### config.mk
export PLATFORM = sky130hd
export DESIGN_NAME = demodTop
export DESIGN_NICKNAME = d
export VERILOG_FILES = /design/src/common/demodPkg.sv /design/src/demodRegs.sv /design/src/falseLock/falseLockDetector.sv /design/src/magFilter.sv /design/src/oqpskDeskew.sv /design/src/dacMux/dacChannel.sv /design/src/dacMux/dacMux.sv /design/src/demodTop.sv
export SDC_FILE = /design/constraint.sdc
export NUM_CORES = 2
export LEC_CHECK = 0
export BUFFER_PORTS_ARGS = -buffer_cell sky130_fd_sc_hd__buf_4
export CAP_MARGIN = 10
export CORE_UTILIZATION = 48
export CTS_BUF_LIST = sky130_fd_sc_hd__clkbuf_8 sky130_fd_sc_hd__clkbuf_16
export DETAILED_ROUTE_END_ITERATION = 16
export GPL_TIMING_DRIVEN = 0
export HOLD_SLACK_MARGIN = 0.05
export PLACE_DENSITY_LB_ADDON = 0.08
export SLEW_MARGIN = 20
export SYNTH_ARGS = -nofsm -noshare
export SYNTH_HDL_FRONTEND = slang
export SYNTH_SLANG_ARGS = --single-unit
### constraint.sdc
create_clock -name clk -period 8.1 [get_ports clk]
set_input_delay 1.62 -clock clk [delete_from_list [all_inputs] [get_ports clk]]
set_output_delay 1.62 -clock clk [all_outputs]
set_load 0.02 [all_outputs]
### src/common/demodPkg.sv
`default_nettype none

package demodPkg;

    //////////////////////////////////////////////////////////////////////
    // Widths
    //////////////////////////////////////////////////////////////////////
    localparam int SAMPLE_W  = 18;  // Samples and DAC words
    localparam int DET_W     = 8;   // Detector freq words
    localparam int MAG_W     = 9;   // Detector magnitude
    localparam int MAG_ACC_W = 24;  // Magnitude loop accumulator
    localparam int ALPHA_W   = 16;  // False-lock alpha and threshold
    localparam int BUS_W     = 32;  // Wishbone data
    localparam int ADR_W     = 4;   // Wishbone word address

    //////////////////////////////////////////////////////////////////////
    // Encodings
    //////////////////////////////////////////////////////////////////////
    typedef enum logic [3:0] {
        MODE_AM    = 4'd0,
        MODE_PM    = 4'd1,
        MODE_FM    = 4'd2,
        MODE_BPSK  = 4'd3,
        MODE_QPSK  = 4'd4,
        MODE_OQPSK = 4'd5
    } demodModeT;

    // Codes 8 to 15 fall back to DAC_I
    typedef enum logic [3:0] {
        DAC_I         = 4'd0,
        DAC_Q         = 4'd1,
        DAC_ISYM      = 4'd2,
        DAC_QSYM      = 4'd3,
        DAC_FREQ      = 4'd4,
        DAC_FREQERROR = 4'd5,
        DAC_MAG       = 4'd6,
        DAC_AVGFREQ   = 4'd7
    } dacSelT;

    typedef enum logic [3:0] {
        REG_CONTROL   = 4'd0,  // Mode [3:0], iqSwap [4]
        REG_DACSEL    = 4'd1,  // DAC0 [3:0], DAC1 [7:4], DAC2 [11:8]
        REG_FALSELOCK = 4'd2,  // Alpha [15:0], threshold [31:16]
        REG_MAGTC     = 4'd3,  // amTC [4:0]
        REG_STATUS    = 4'd4   // Read only, highFreqOffset [0]
    } regAddrT;

endpackage

`default_nettype wire

### src/demodRegs.sv
`timescale 1ns/10ps
`default_nettype none

module demodRegs import demodPkg::*; (
    input  logic               clk,
    input  logic               arstN,
    input  logic               wbCyc,
    input  logic               wbStb,
    input  logic               wbWe,
    input  logic [ADR_W-1:0]   wbAdr,
    input  logic [3:0]         wbSel,
    input  logic [BUS_W-1:0]   wbDatW,
    output logic [BUS_W-1:0]   wbDatR,
    output logic               wbAck,
    input  logic               highFreqOffset,
    output demodModeT          demodMode,
    output logic               iqSwap,
    output dacSelT             dac0Select,
    output dacSelT             dac1Select,
    output dacSelT             dac2Select,
    output logic [ALPHA_W-1:0] falseLockAlpha,
    output logic [ALPHA_W-1:0] falseLockThreshold,
    output logic [4:0]         amTC
);

    logic             access;
    logic [BUS_W-1:0] readData;

    assign access = wbCyc & wbStb & ~wbAck;  // New cycle, no wait states

    always_comb begin
        readData = '0;  // Unmapped bits and addresses read zero
        case (regAddrT'(wbAdr))
            REG_CONTROL:   readData[4:0] = {iqSwap, demodMode};
            REG_DACSEL:    readData[11:0] = {dac2Select, dac1Select, dac0Select};
            REG_FALSELOCK: readData = {falseLockThreshold, falseLockAlpha};
            REG_MAGTC:     readData[4:0] = amTC;
            REG_STATUS:    readData[0] = highFreqOffset;
            default:       readData = '0;
        endcase
    end

    always_ff @(posedge clk or negedge arstN) begin
        if (!arstN) begin
            wbAck              <= 1'b0;
            wbDatR             <= '0;
            demodMode          <= MODE_AM;
            iqSwap             <= 1'b0;
            dac0Select         <= DAC_I;
            dac1Select         <= DAC_I;
            dac2Select         <= DAC_I;
            falseLockAlpha     <= '0;
            falseLockThreshold <= '0;
            amTC               <= '0;
        end else begin
            wbAck <= access;  // Single-cycle classic ack
            if (access) begin
                wbDatR <= readData;
            end
            if (access && wbWe) begin
                case (regAddrT'(wbAdr))
                    REG_CONTROL: begin
                        if (wbSel[0]) begin
                            demodMode <= demodModeT'(wbDatW[3:0]);
                            iqSwap    <= wbDatW[4];
                        end
                    end
                    REG_DACSEL: begin
                        if (wbSel[0]) begin
                            dac0Select <= dacSelT'(wbDatW[3:0]);
                            dac1Select <= dacSelT'(wbDatW[7:4]);
                        end
                        if (wbSel[1]) dac2Select <= dacSelT'(wbDatW[11:8]);
                    end
                    REG_FALSELOCK: begin
                        if (wbSel[0]) falseLockAlpha[7:0]      <= wbDatW[7:0];
                        if (wbSel[1]) falseLockAlpha[15:8]     <= wbDatW[15:8];
                        if (wbSel[2]) falseLockThreshold[7:0]  <= wbDatW[23:16];
                        if (wbSel[3]) falseLockThreshold[15:8] <= wbDatW[31:24];
                    end
                    REG_MAGTC: begin
                        if (wbSel[0]) amTC <= wbDatW[4:0];
                    end
                    default: ;  // Status and unmapped are read only
                endcase
            end
        end
    end

endmodule

`default_nettype wire

### src/falseLock/falseLockDetector.sv
`timescale 1ns/10ps
`default_nettype none

module falseLockDetector import demodPkg::*; (
    input  logic                       clk,
    input  logic                       arstN,
    input  logic                       ddcSync,
    input  demodModeT                  demodMode,
    input  logic [DET_W-1:0]           freq,
    input  logic [DET_W-1:0]           freqError,
    input  logic [ALPHA_W-1:0]         falseLockAlpha,
    input  logic [ALPHA_W-1:0]         falseLockThreshold,
    output logic signed [SAMPLE_W-1:0] averageFreq,
    output logic                       highFreqOffset
);

    logic signed [SAMPLE_W-1:0]   freqSample;
    logic        [DET_W-1:0]      freqSel;
    logic signed [SAMPLE_W:0]     alphaQ17;       // Q17, kept positive
    logic signed [SAMPLE_W:0]     oneMinusAlpha;
    logic signed [2*SAMPLE_W+1:0] weightedSum;
    logic        [SAMPLE_W-1:0]   absAverage;

    assign freqSel       = (demodMode == MODE_OQPSK) ? freq : freqError;
    assign alphaQ17      = {1'b0, falseLockAlpha, 2'b00};
    assign oneMinusAlpha = 19'sh20000 - alphaQ17;

    // Lag average, alpha*x + (1 - alpha)*avg
    assign weightedSum = freqSample * alphaQ17 + averageFreq * oneMinusAlpha;
    assign absAverage  = averageFreq[SAMPLE_W-1] ? -averageFreq : averageFreq;

    always_ff @(posedge clk or negedge arstN) begin
        if (!arstN) begin
            freqSample     <= '0;
            averageFreq    <= '0;
            highFreqOffset <= 1'b0;
        end else if (ddcSync) begin
            freqSample     <= {freqSel, {(SAMPLE_W-DET_W){1'b0}}};  // Left aligned
            averageFreq    <= weightedSum[SAMPLE_W+16:17];          // Drop Q17 scale
            highFreqOffset <= (absAverage > falseLockThreshold);    // Uses old average
        end
    end

endmodule

`default_nettype wire

### src/magFilter.sv
`timescale 1ns/10ps
`default_nettype none

module magFilter import demodPkg::*; (
    input  logic                clk,
    input  logic                arstN,
    input  logic                ddcSync,
    input  logic [MAG_W-1:0]    mag,
    input  logic [4:0]          amTC,
    output logic [SAMPLE_W-1:0] magLevel
);

    logic signed [MAG_W:0]     magError;
    logic        [MAG_ACC_W-1:0] magAccum;
    logic signed [MAG_ACC_W-1:0] magStep;
    logic        [4:0]         shiftAmt;

    // Loop gain, larger amTC gives a slower loop
    assign shiftAmt = (amTC > 5'd14) ? 5'd0 : 5'd14 - amTC;
    assign magStep  = MAG_ACC_W'(magError) <<< shiftAmt;  // Sign extended
    assign magLevel = magAccum[MAG_ACC_W-1 -: SAMPLE_W];

    always_ff @(posedge clk or negedge arstN) begin
        if (!arstN) begin
            magError <= '0;
            magAccum <= '0;
        end else if (ddcSync) begin
            magError <= {1'b0, mag} - magAccum[MAG_ACC_W-1 -: MAG_W+1];
            magAccum <= magAccum + magStep;  // Wraps like the error
        end
    end

endmodule

`default_nettype wire

### src/oqpskDeskew.sv
`timescale 1ns/10ps
`default_nettype none

module oqpskDeskew import demodPkg::*; (
    input  logic                clk,
    input  logic                arstN,
    input  logic                resampSync,
    input  demodModeT           demodMode,
    input  logic [SAMPLE_W-1:0] iResamp,
    input  logic [SAMPLE_W-1:0] qResamp,
    output logic [SAMPLE_W-1:0] iSym,
    output logic [SAMPLE_W-1:0] qSym,
    output logic                symSync
);

    logic [SAMPLE_W-1:0] qDelay;  // Q half a symbol back

    always_ff @(posedge clk or negedge arstN) begin
        if (!arstN) begin
            iSym    <= '0;
            qSym    <= '0;
            qDelay  <= '0;
            symSync <= 1'b0;
        end else begin
            symSync <= resampSync;
            if (resampSync) begin
                iSym   <= iResamp;
                qDelay <= qResamp;
                qSym   <= (demodMode == MODE_OQPSK) ? qDelay : qResamp;
            end
        end
    end

endmodule

`default_nettype wire

### src/dacMux/dacChannel.sv
`timescale 1ns/10ps
`default_nettype none

module dacChannel import demodPkg::*; (
    input  logic                clk,
    input  logic                arstN,
    input  dacSelT              dacSelect,
    input  logic                ddcSyncD,
    input  logic                symSync,
    input  logic [SAMPLE_W-1:0] iSwap,
    input  logic [SAMPLE_W-1:0] qSwap,
    input  logic [SAMPLE_W-1:0] iSym,
    input  logic [SAMPLE_W-1:0] qSym,
    input  logic [SAMPLE_W-1:0] freqWord,
    input  logic [SAMPLE_W-1:0] freqErrorWord,
    input  logic [SAMPLE_W-1:0] magLevel,
    input  logic [SAMPLE_W-1:0] averageFreq,
    output logic [SAMPLE_W-1:0] dacData,
    output logic                dacSync
);

    logic [SAMPLE_W-1:0] selData;
    logic                selSync;

    always_comb begin
        selSync = ddcSyncD;  // Most sources run at the DDC rate
        case (dacSelect)
            DAC_Q:         selData = qSwap;
            DAC_ISYM: begin
                selData = iSym;
                selSync = symSync;
            end
            DAC_QSYM: begin
                selData = qSym;
                selSync = symSync;
            end
            DAC_FREQ:      selData = freqWord;
            DAC_FREQERROR: selData = freqErrorWord;
            DAC_MAG:       selData = magLevel;
            DAC_AVGFREQ:   selData = averageFreq;
            default:       selData = iSwap;  // DAC_I and unknown codes
        endcase
    end

    always_ff @(posedge clk or negedge arstN) begin
        if (!arstN) begin
            dacData <= '0;
            dacSync <= 1'b0;
        end else begin
            dacData <= selData;
            dacSync <= selSync;
        end
    end

endmodule

`default_nettype wire

### src/dacMux/dacMux.sv
`timescale 1ns/10ps
`default_nettype none

module dacMux import demodPkg::*; (
    input  logic                clk,
    input  logic                arstN,
    input  logic                ddcSync,
    input  logic                iqSwap,
    input  logic [SAMPLE_W-1:0] iDdc,
    input  logic [SAMPLE_W-1:0] qDdc,
    input  logic [DET_W-1:0]    freq,
    input  logic [DET_W-1:0]    freqError,
    input  logic [SAMPLE_W-1:0] iSym,
    input  logic [SAMPLE_W-1:0] qSym,
    input  logic                symSync,
    input  logic [SAMPLE_W-1:0] magLevel,
    input  logic [SAMPLE_W-1:0] averageFreq,
    input  dacSelT              dac0Select,
    input  dacSelT              dac1Select,
    input  dacSelT              dac2Select,
    output logic [SAMPLE_W-1:0] dac0Data,
    output logic                dac0Sync,
    output logic [SAMPLE_W-1:0] dac1Data,
    output logic                dac1Sync,
    output logic [SAMPLE_W-1:0] dac2Data,
    output logic                dac2Sync
);

    logic [SAMPLE_W-1:0] iSwap;
    logic [SAMPLE_W-1:0] qSwap;
    logic [SAMPLE_W-1:0] freqWord;
    logic [SAMPLE_W-1:0] freqErrorWord;
    logic                ddcSyncD;

    //////////////////////////////////////////////////////////////////////
    // DDC-rate sources, aligned with magLevel and averageFreq
    //////////////////////////////////////////////////////////////////////
    always_ff @(posedge clk or negedge arstN) begin
        if (!arstN) begin
            iSwap         <= '0;
            qSwap         <= '0;
            freqWord      <= '0;
            freqErrorWord <= '0;
            ddcSyncD      <= 1'b0;
        end else begin
            ddcSyncD <= ddcSync;
            if (ddcSync) begin
                iSwap         <= iqSwap ? qDdc : iDdc;
                qSwap         <= iqSwap ? iDdc : qDdc;
                freqWord      <= {freq, {(SAMPLE_W-DET_W){1'b0}}};
                freqErrorWord <= {freqError, {(SAMPLE_W-DET_W){1'b0}}};
            end
        end
    end

    //////////////////////////////////////////////////////////////////////
    // Monitor channels
    //////////////////////////////////////////////////////////////////////
    dacChannel i_dac0 (
        .clk(clk), .arstN(arstN), .dacSelect(dac0Select),
        .ddcSyncD(ddcSyncD), .symSync(symSync),
        .iSwap(iSwap), .qSwap(qSwap), .iSym(iSym), .qSym(qSym),
        .freqWord(freqWord), .freqErrorWord(freqErrorWord),
        .magLevel(magLevel), .averageFreq(averageFreq),
        .dacData(dac0Data), .dacSync(dac0Sync)
    );

    dacChannel i_dac1 (
        .clk(clk), .arstN(arstN), .dacSelect(dac1Select),
        .ddcSyncD(ddcSyncD), .symSync(symSync),
        .iSwap(iSwap), .qSwap(qSwap), .iSym(iSym), .qSym(qSym),
        .freqWord(freqWord), .freqErrorWord(freqErrorWord),
        .magLevel(magLevel), .averageFreq(averageFreq),
        .dacData(dac1Data), .dacSync(dac1Sync)
    );

    dacChannel i_dac2 (
        .clk(clk), .arstN(arstN), .dacSelect(dac2Select),
        .ddcSyncD(ddcSyncD), .symSync(symSync),
        .iSwap(iSwap), .qSwap(qSwap), .iSym(iSym), .qSym(qSym),
        .freqWord(freqWord), .freqErrorWord(freqErrorWord),
        .magLevel(magLevel), .averageFreq(averageFreq),
        .dacData(dac2Data), .dacSync(dac2Sync)
    );

endmodule

`default_nettype wire

### src/demodTop.sv
`timescale 1ns/10ps
`default_nettype none

module demodTop import demodPkg::*; (
    input  logic                clk,
    input  logic                arstN,
    // Wishbone slave
    input  logic                wbCyc,
    input  logic                wbStb,
    input  logic                wbWe,
    input  logic [ADR_W-1:0]    wbAdr,
    input  logic [3:0]          wbSel,
    input  logic [BUS_W-1:0]    wbDatW,
    output logic [BUS_W-1:0]    wbDatR,
    output logic                wbAck,
    // Downconverter and detector
    input  logic [SAMPLE_W-1:0] iDdc,
    input  logic [SAMPLE_W-1:0] qDdc,
    input  logic                ddcSync,
    input  logic [DET_W-1:0]    freq,
    input  logic [DET_W-1:0]    freqError,
    input  logic [MAG_W-1:0]    mag,
    // Resampler
    input  logic [SAMPLE_W-1:0] iResamp,
    input  logic [SAMPLE_W-1:0] qResamp,
    input  logic                resampSync,
    output logic [SAMPLE_W-1:0] iSym,
    output logic [SAMPLE_W-1:0] qSym,
    output logic                symSync,
    output logic                highFreqOffset,
    output demodModeT           demodMode,
    // DAC monitors
    output logic [SAMPLE_W-1:0] dac0Data,
    output logic                dac0Sync,
    output logic [SAMPLE_W-1:0] dac1Data,
    output logic                dac1Sync,
    output logic [SAMPLE_W-1:0] dac2Data,
    output logic                dac2Sync
);

    logic                iqSwap;
    dacSelT              dac0Select;
    dacSelT              dac1Select;
    dacSelT              dac2Select;
    logic [ALPHA_W-1:0]  falseLockAlpha;
    logic [ALPHA_W-1:0]  falseLockThreshold;
    logic [4:0]          amTC;
    logic [SAMPLE_W-1:0] averageFreq;
    logic [SAMPLE_W-1:0] magLevel;

    demodRegs i_regs (
        .clk(clk), .arstN(arstN),
        .wbCyc(wbCyc), .wbStb(wbStb), .wbWe(wbWe), .wbAdr(wbAdr),
        .wbSel(wbSel), .wbDatW(wbDatW), .wbDatR(wbDatR), .wbAck(wbAck),
        .highFreqOffset(highFreqOffset), .demodMode(demodMode), .iqSwap(iqSwap),
        .dac0Select(dac0Select), .dac1Select(dac1Select), .dac2Select(dac2Select),
        .falseLockAlpha(falseLockAlpha), .falseLockThreshold(falseLockThreshold),
        .amTC(amTC)
    );

    falseLockDetector i_falseLock (
        .clk(clk), .arstN(arstN), .ddcSync(ddcSync), .demodMode(demodMode),
        .freq(freq), .freqError(freqError),
        .falseLockAlpha(falseLockAlpha), .falseLockThreshold(falseLockThreshold),
        .averageFreq(averageFreq), .highFreqOffset(highFreqOffset)
    );

    magFilter i_magFilter (
        .clk(clk), .arstN(arstN), .ddcSync(ddcSync),
        .mag(mag), .amTC(amTC), .magLevel(magLevel)
    );

    oqpskDeskew i_deskew (
        .clk(clk), .arstN(arstN), .resampSync(resampSync), .demodMode(demodMode),
        .iResamp(iResamp), .qResamp(qResamp),
        .iSym(iSym), .qSym(qSym), .symSync(symSync)
    );

    dacMux i_dacMux (
        .clk(clk), .arstN(arstN), .ddcSync(ddcSync), .iqSwap(iqSwap),
        .iDdc(iDdc), .qDdc(qDdc), .freq(freq), .freqError(freqError),
        .iSym(iSym), .qSym(qSym), .symSync(symSync),
        .magLevel(magLevel), .averageFreq(averageFreq),
        .dac0Select(dac0Select), .dac1Select(dac1Select), .dac2Select(dac2Select),
        .dac0Data(dac0Data), .dac0Sync(dac0Sync),
        .dac1Data(dac1Data), .dac1Sync(dac1Sync),
        .dac2Data(dac2Data), .dac2Sync(dac2Sync)
    );

endmodule

`default_nettype wire

# Word level (Yosys, flattened, before mapping)

Index checks and enable logic that the tools add are counted.

Bits in registers: 313
Input port bits: 144
Output and inout port bits: 132
Word-level logic and storage cells: 101

$add $sub $neg: 6
Multipliers: 2
Magnitude comparators: 2
Eq/ne operators: 26
Shift-type cells: 1
Multiplexer cells: 16
Bitwise operators: 3
Reduce and logical (&&, ||, !) cells: 13

Operator list:

| kind                   | count |
|---|---|
| $pmux 18 s7            | 3 |
| $mux 18                | 4 |
| $eq 4x3->1 const B     | 14 |
| $add 35x35->35         | 1 |
| $mul 18x19->35         | 1 |
| $eq 4x2->1 const B     | 8 |
| $add 24x24->24         | 1 |
| $reduce_and 3->1       | 8 |
| $sshl 10x5->24         | 1 |
| $mul 8x17->23          | 1 |
| $mux 20                | 1 |
| $sub 18x18->19 const A | 1 |
| $gt 18x16->1           | 1 |
| $neg 18->18            | 1 |
| $eq 4x1->1 const B     | 4 |
| $pmux 4 s4             | 1 |
| $pmux 7 s2             | 1 |
| $sub 9x10->10          | 1 |
| $mux 8                 | 1 |
| $reduce_or 2->1        | 3 |
| $gt 5x4->1 const B     | 1 |
| $mux 5                 | 1 |
| $pmux 1 s5             | 1 |
| $sub 4x5->5 const A    | 1 |
| 5 further kinds        | 8 |

# Logic depth before layout (Yosys ltp)

Depth after elaboration: 4
Mapped depth: 39
Depth with buffers taken out: 37

# Cells and area by module

Synthesis repeated with hierarchy kept, for this count alone.

Cells, all modules: 3434
Area, all modules: 34190.3 um2

Modules (own cells, without submodules):

| module            | instances | cells each | area each (um2) | sequential area each (um2) |
|---|---|---|---|---|
| falseLockDetector | 1         | 1903       | 17399.2         | 675.6 |
| dacChannel        | 3         | 182        | 1739.2          | 475.5 |
| magFilter         | 1         | 414        | 3557.2          | 850.8 |
| demodRegs         | 1         | 223        | 3497.1          | 2177.1 |
| dacMux            | 1         | 192        | 2319.7          | 1326.3 |
| oqpskDeskew       | 1         | 156        | 2199.6          | 1376.3 |

# Worst setup path after synthesis

OpenSTA, ideal clock, no wires.

Path kind: reg-to-reg
From: reg i_falseLock.freqSample[17]
To: reg i_falseLock.averageFreq[14]
Library setup time: 125 ps
Arrival: 8319 ps
Data required time: 7975 ps
Slack: -344 ps
Stages on the path, launching flop included: 36
Buffers on the path: 1
Clock period less this slack: 8444 ps
Cell sequence: dfrtp_1 -> inv_1 -> clkbuf_1 -> fa_1 -> fa_1 -> inv_1 -> fa_1 -> inv_1 -> fa_1 -> inv_1 -> ha_1 -> inv_1 -> o21bai_1 -> a2111oi_0 -> nor2_1 -> a21oi_1 -> o21bai_1 -> xnor2_1 -> fa_1 -> inv_1 -> fa_1 -> inv_1 -> fa_1 -> fa_1 -> inv_1 -> ha_1 -> ha_1 -> a21o_1 -> a21oi_1 -> o21bai_1 -> a21o_1 -> a21oi_1 -> o21ai_0 -> a21oi_1 -> xnor2_1 -> mux2_2

Cells in the longest elaborated chain, start to end: 2

RTL lines:

| element                | line                    | RTL |
|---|---|---|
| from (decl)            | falseLockDetector.sv:17 | `logic signed [SAMPLE_W-1:0] freqSample;` |
| from (signal assigned) | falseLockDetector.sv:38 | `freqSample <= {freqSel, {(SAMPLE_W-DET_W){1'b0}}};` |
| $mul 8x17->23          | falseLockDetector.sv:29 | `assign weightedSum = freqSample * alphaQ17 + averageFreq * oneMinusAlpha;` |
| $add 35x35->35         | falseLockDetector.sv:29 |  |
| to (signal assigned)   | falseLockDetector.sv:39 | `averageFreq <= weightedSum[SAMPLE_W+16:17];` |
| to (decl)              | falseLockDetector.sv:13 | `output logic signed [SAMPLE_W-1:0] averageFreq,` |

Every way passes these cells.
A chain may end at the register's enable or synchronous reset.

# Final worst setup path

From: reg i_regs.falseLockAlpha[0]
To: reg i_falseLock.averageFreq[12]

Cells in the longest elaborated chain, start to end: 3
Elaborated cells on any way between the ends: 4
Those cells by class: 2 x add/sub; 2 x mul

RTL lines:

| element                | line                    | RTL |
|---|---|---|
| from (decl)            | demodRegs.sv:21         | `output logic [ALPHA_W-1:0] falseLockAlpha,` |
| from (signal assigned) | demodRegs.sv:76         | `if (wbSel[0]) falseLockAlpha[7:0] <= wbDatW[7:0];` |
| $sub 18x18->19         | falseLockDetector.sv:26 | `assign oneMinusAlpha = 19'sh20000 - alphaQ17;` |
| $mul 18x19->35         | falseLockDetector.sv:29 |  |
| $add 35x35->35 (*)     | falseLockDetector.sv:29 |  |

Mark *: on every way between the ends. The rest lies on a longest branch, timed or not.

==> metrics <==
Max Fclk ~120 MHz; num ports around 280; met2 Use GR 0.571; total global routing overflow 0; Worst Setup End Kind flip-flop; Synth cell types 78; RSZ-0062 raised after global routing true; Post-Syn Area about 32,000 um2; main area contributors after synthesis fa_1 (25%), dfrtp_1 (24%), ha_1 (7.6%); hold wc startpoint i_deskew.qDelay[13]; crit-path most repeated cell fa_1; row count 94; relative slew slack 0.176; WL final ~120,000 um; startpoint types flip-flop; Worst-Margin Slew about 1.2 ns; Yosys top cell by area fa_1; Core Area 66,100 um2; Final setup viols 11; Area Overhead vs Synth 20.4%; number of synthesized flops with an enable pin 0; worst slack, placed -2.04 ns; worst-path fanout max 10; via count 26.4k; effective utilization at floorplan 0.488; class of the tightest hold or removal check reg -> reg; commonest non-fill, non-tap cell in the layout inv_1; FF-to-FF path depth 31; failing checks negative setup slack; setup tns final -3.78 ns; clock transition at the registers of the reported paths roughly 0.06 ns; ys async rst share 1.00; pin count of the biggest net entering global routing ~100; # fillers about 5.7k; clock sinks ~310; nets 4,418; Worst EP arrival a little over 9 ns; Num CTS Buffers 35; Root Buffer clkbuf_16; vias in the first global route ~28k; Final Hold Viols 0; Syn Inst Count between 3k and 4k; Main synth FF type dfrtp_1; Max Cap Viol 0; register area share after synthesis 0.243; initial antenna violation count 1; crit path time final about 8.7 ns; GPL Wtd Cong about 0.93; first-pass GRT wire length between 150,000 and 200,000 um; final cycle utilization of the critical path 1.07; CP Launch Point i_regs.falseLockAlpha[0]; clk_lat worst skew approximately 0.56 ns; Die ar. 68,200 um2; hold depth 1; status finished with violations; DRT antenna net count 0; syn avg cell area 9.87 um2; share of the synthesized area in the top cell type 0.254; die height 261 um; synthesized net count around 4k; Iter 0 DRT Violations ~2.3k; CP max stage cell clkbuf_1; CP required around 8.5 ns; Top Usage Layer GRT met2; global-route usage over all layers 0.341; drt pass-1 iters 10; final instance count without filler cells approximately 4.6k; CP peak stage delay ~0.58 ns; placed insts ~4.4k; post-DP HPWL ~91,000 um; most frequent cells in the layout inv_1 (457), fa_1 (403), buf_4 (347); Crit Path Category reg -> reg; H-tree Lvls 2; DRC 0; worst setup margin -0.551 ns; number of port buffers approximately 270; Routed WL per cell 25.2 um; global routing met3 resource utilization 0.0575; reg2reg start i_regs.falseLockAlpha[0]; Die Width 261 um; TritonCTS clock tree done; Yosys reg bits 313; Final Slew Violations 0; synth warn 0; layout cells sized above 1 0.222; via/cell ratio ~5.8; Fin Clk Skew between 0.04 and 0.05 ns; M1 GR Usage 0.437; clock tree buffer depth 3
==> per-stage QoR <==
step           hold slack, ns  cell area (um2)  utilization
6_report                0.504            38800        0.587
5_1_grt                 0.522            38800        0.587
4_1_cts                 0.510            37900        0.573
3_5_place_dp            0.495            35700        0.540
3_3_place_gp            0.489            35400        0.536
2_1_floorplan           0.470            32300            -
==> registers in the layout, summed over array words and instances (netlist names), 5 cells and up <==
signal	cells
i_dacMux.iSwap	18
i_regs.falseLockAlpha	16
i_dacMux.freqWord	8
i_magFilter.magAccum	24
i_regs.wbDatR	32
i_deskew.qSym	18
i_regs.amTC	5
i_dacMux.i_dac0.dacData	18
i_falseLock.freqSample	8
i_dacMux.i_dac2.dacData	18
i_magFilter.magError	10
i_dacMux.freqErrorWord	8
i_dacMux.i_dac1.dacData	18
i_deskew.qDelay	18
i_falseLock.averageFreq	18
i_dacMux.qSwap	18
i_regs.falseLockThreshold	16
i_deskew.iSym	18
==> synthesized netlist by cell type (all sizes together) (21+ instances only) <==
cell type / count
a221oi: 24
mux2: 170
a22oi: 67
dfrtp: 313
o21ai: 53
a21oi: 147
nand3: 38
and2: 196
a21o: 21
xor2: 27
xnor2: 74
fa: 409
nand2b: 34
nor3: 23
a222oi: 40
ha: 197
nor2: 170
mux2i: 115
clkbuf: 161
a22o: 24
inv: 472
nand2: 311
==> worst paths after layout <==
| check | end | slack [ns] |
|---|---|---|
| worst min register to register | i_deskew.qDelay[13] | 0.50 |
| max in group asynchronous | i_magFilter.magAccum[8] | 5.81 |
| worst max register to register | i_falseLock.averageFreq[12] | -0.55 |
| worst max-delay path | i_falseLock.averageFreq[12] | -0.55 |
| min in group asynchronous | i_regs.falseLockThreshold[13] | 0.97 |
| worst min-delay path | i_deskew.qDelay[13] | 0.50 |
==> cell families after synthesis <==
family,count (synthesis),share of synthesized area
DFF,313,0.243
and+or+nand+nor,849,0.127
xor gates and xnor gates,102,0.0284
buffers and inverters,650,0.0763
adders and majority gates,606,0.331
AOI/OAI and AO/OA,462,0.0991
muxes,285,0.0952
==> layout make-up <==
class / count / area [um2] / share of cell area
Tap cell: 864 / 1080 / 0.0279
Clock inverter: 22 / 255 / 0.00658
Buffer: 178 / 971 / 0.0250
Sequential cell: 313 / 7860 / 0.203
Multi-Input combinational cell: 2304 / 23000 / 0.592
Clock buffer: 42 / 983 / 0.0254
Inverter: 472 / 1790 / 0.0461
Timing Repair Buffer: 364 / 2880 / 0.0743
Antenna cell: 1 / 2.50 / 0.0000645
==> critical path: cells and delay by family (launching register included) <==
kind                       cells  cell delay, ns
and+or+nand+nor                3            0.44
AOI/OAI and AO/OA              6            1.55
buffers and inverters         10            1.47
DFF                            1            0.40
adders and majority gates      9            3.81
muxes                          1            0.27
xor gates and xnor gates       2            0.56
==> repair_timing <==
item / in CTS / in global routing
hold buffers: 0 / 0
gates cloned: 0 / 0
pin swaps: 42 / 84
setup buffers: 42 / 45
endpoints found under the setup margin: 18 / 17
resized for setup: 159 / 157
==> per-layer routing <==
metal,wire length (um),part of all wire
met1,46400,0.40
met3,8070,0.070
met5,0,0
met2,55700,0.48
met4,4990,0.043
Power is left out: the tool's default activity adds up to more than one toggle a clock period on the data nets, which glitch-free logic cannot reach.
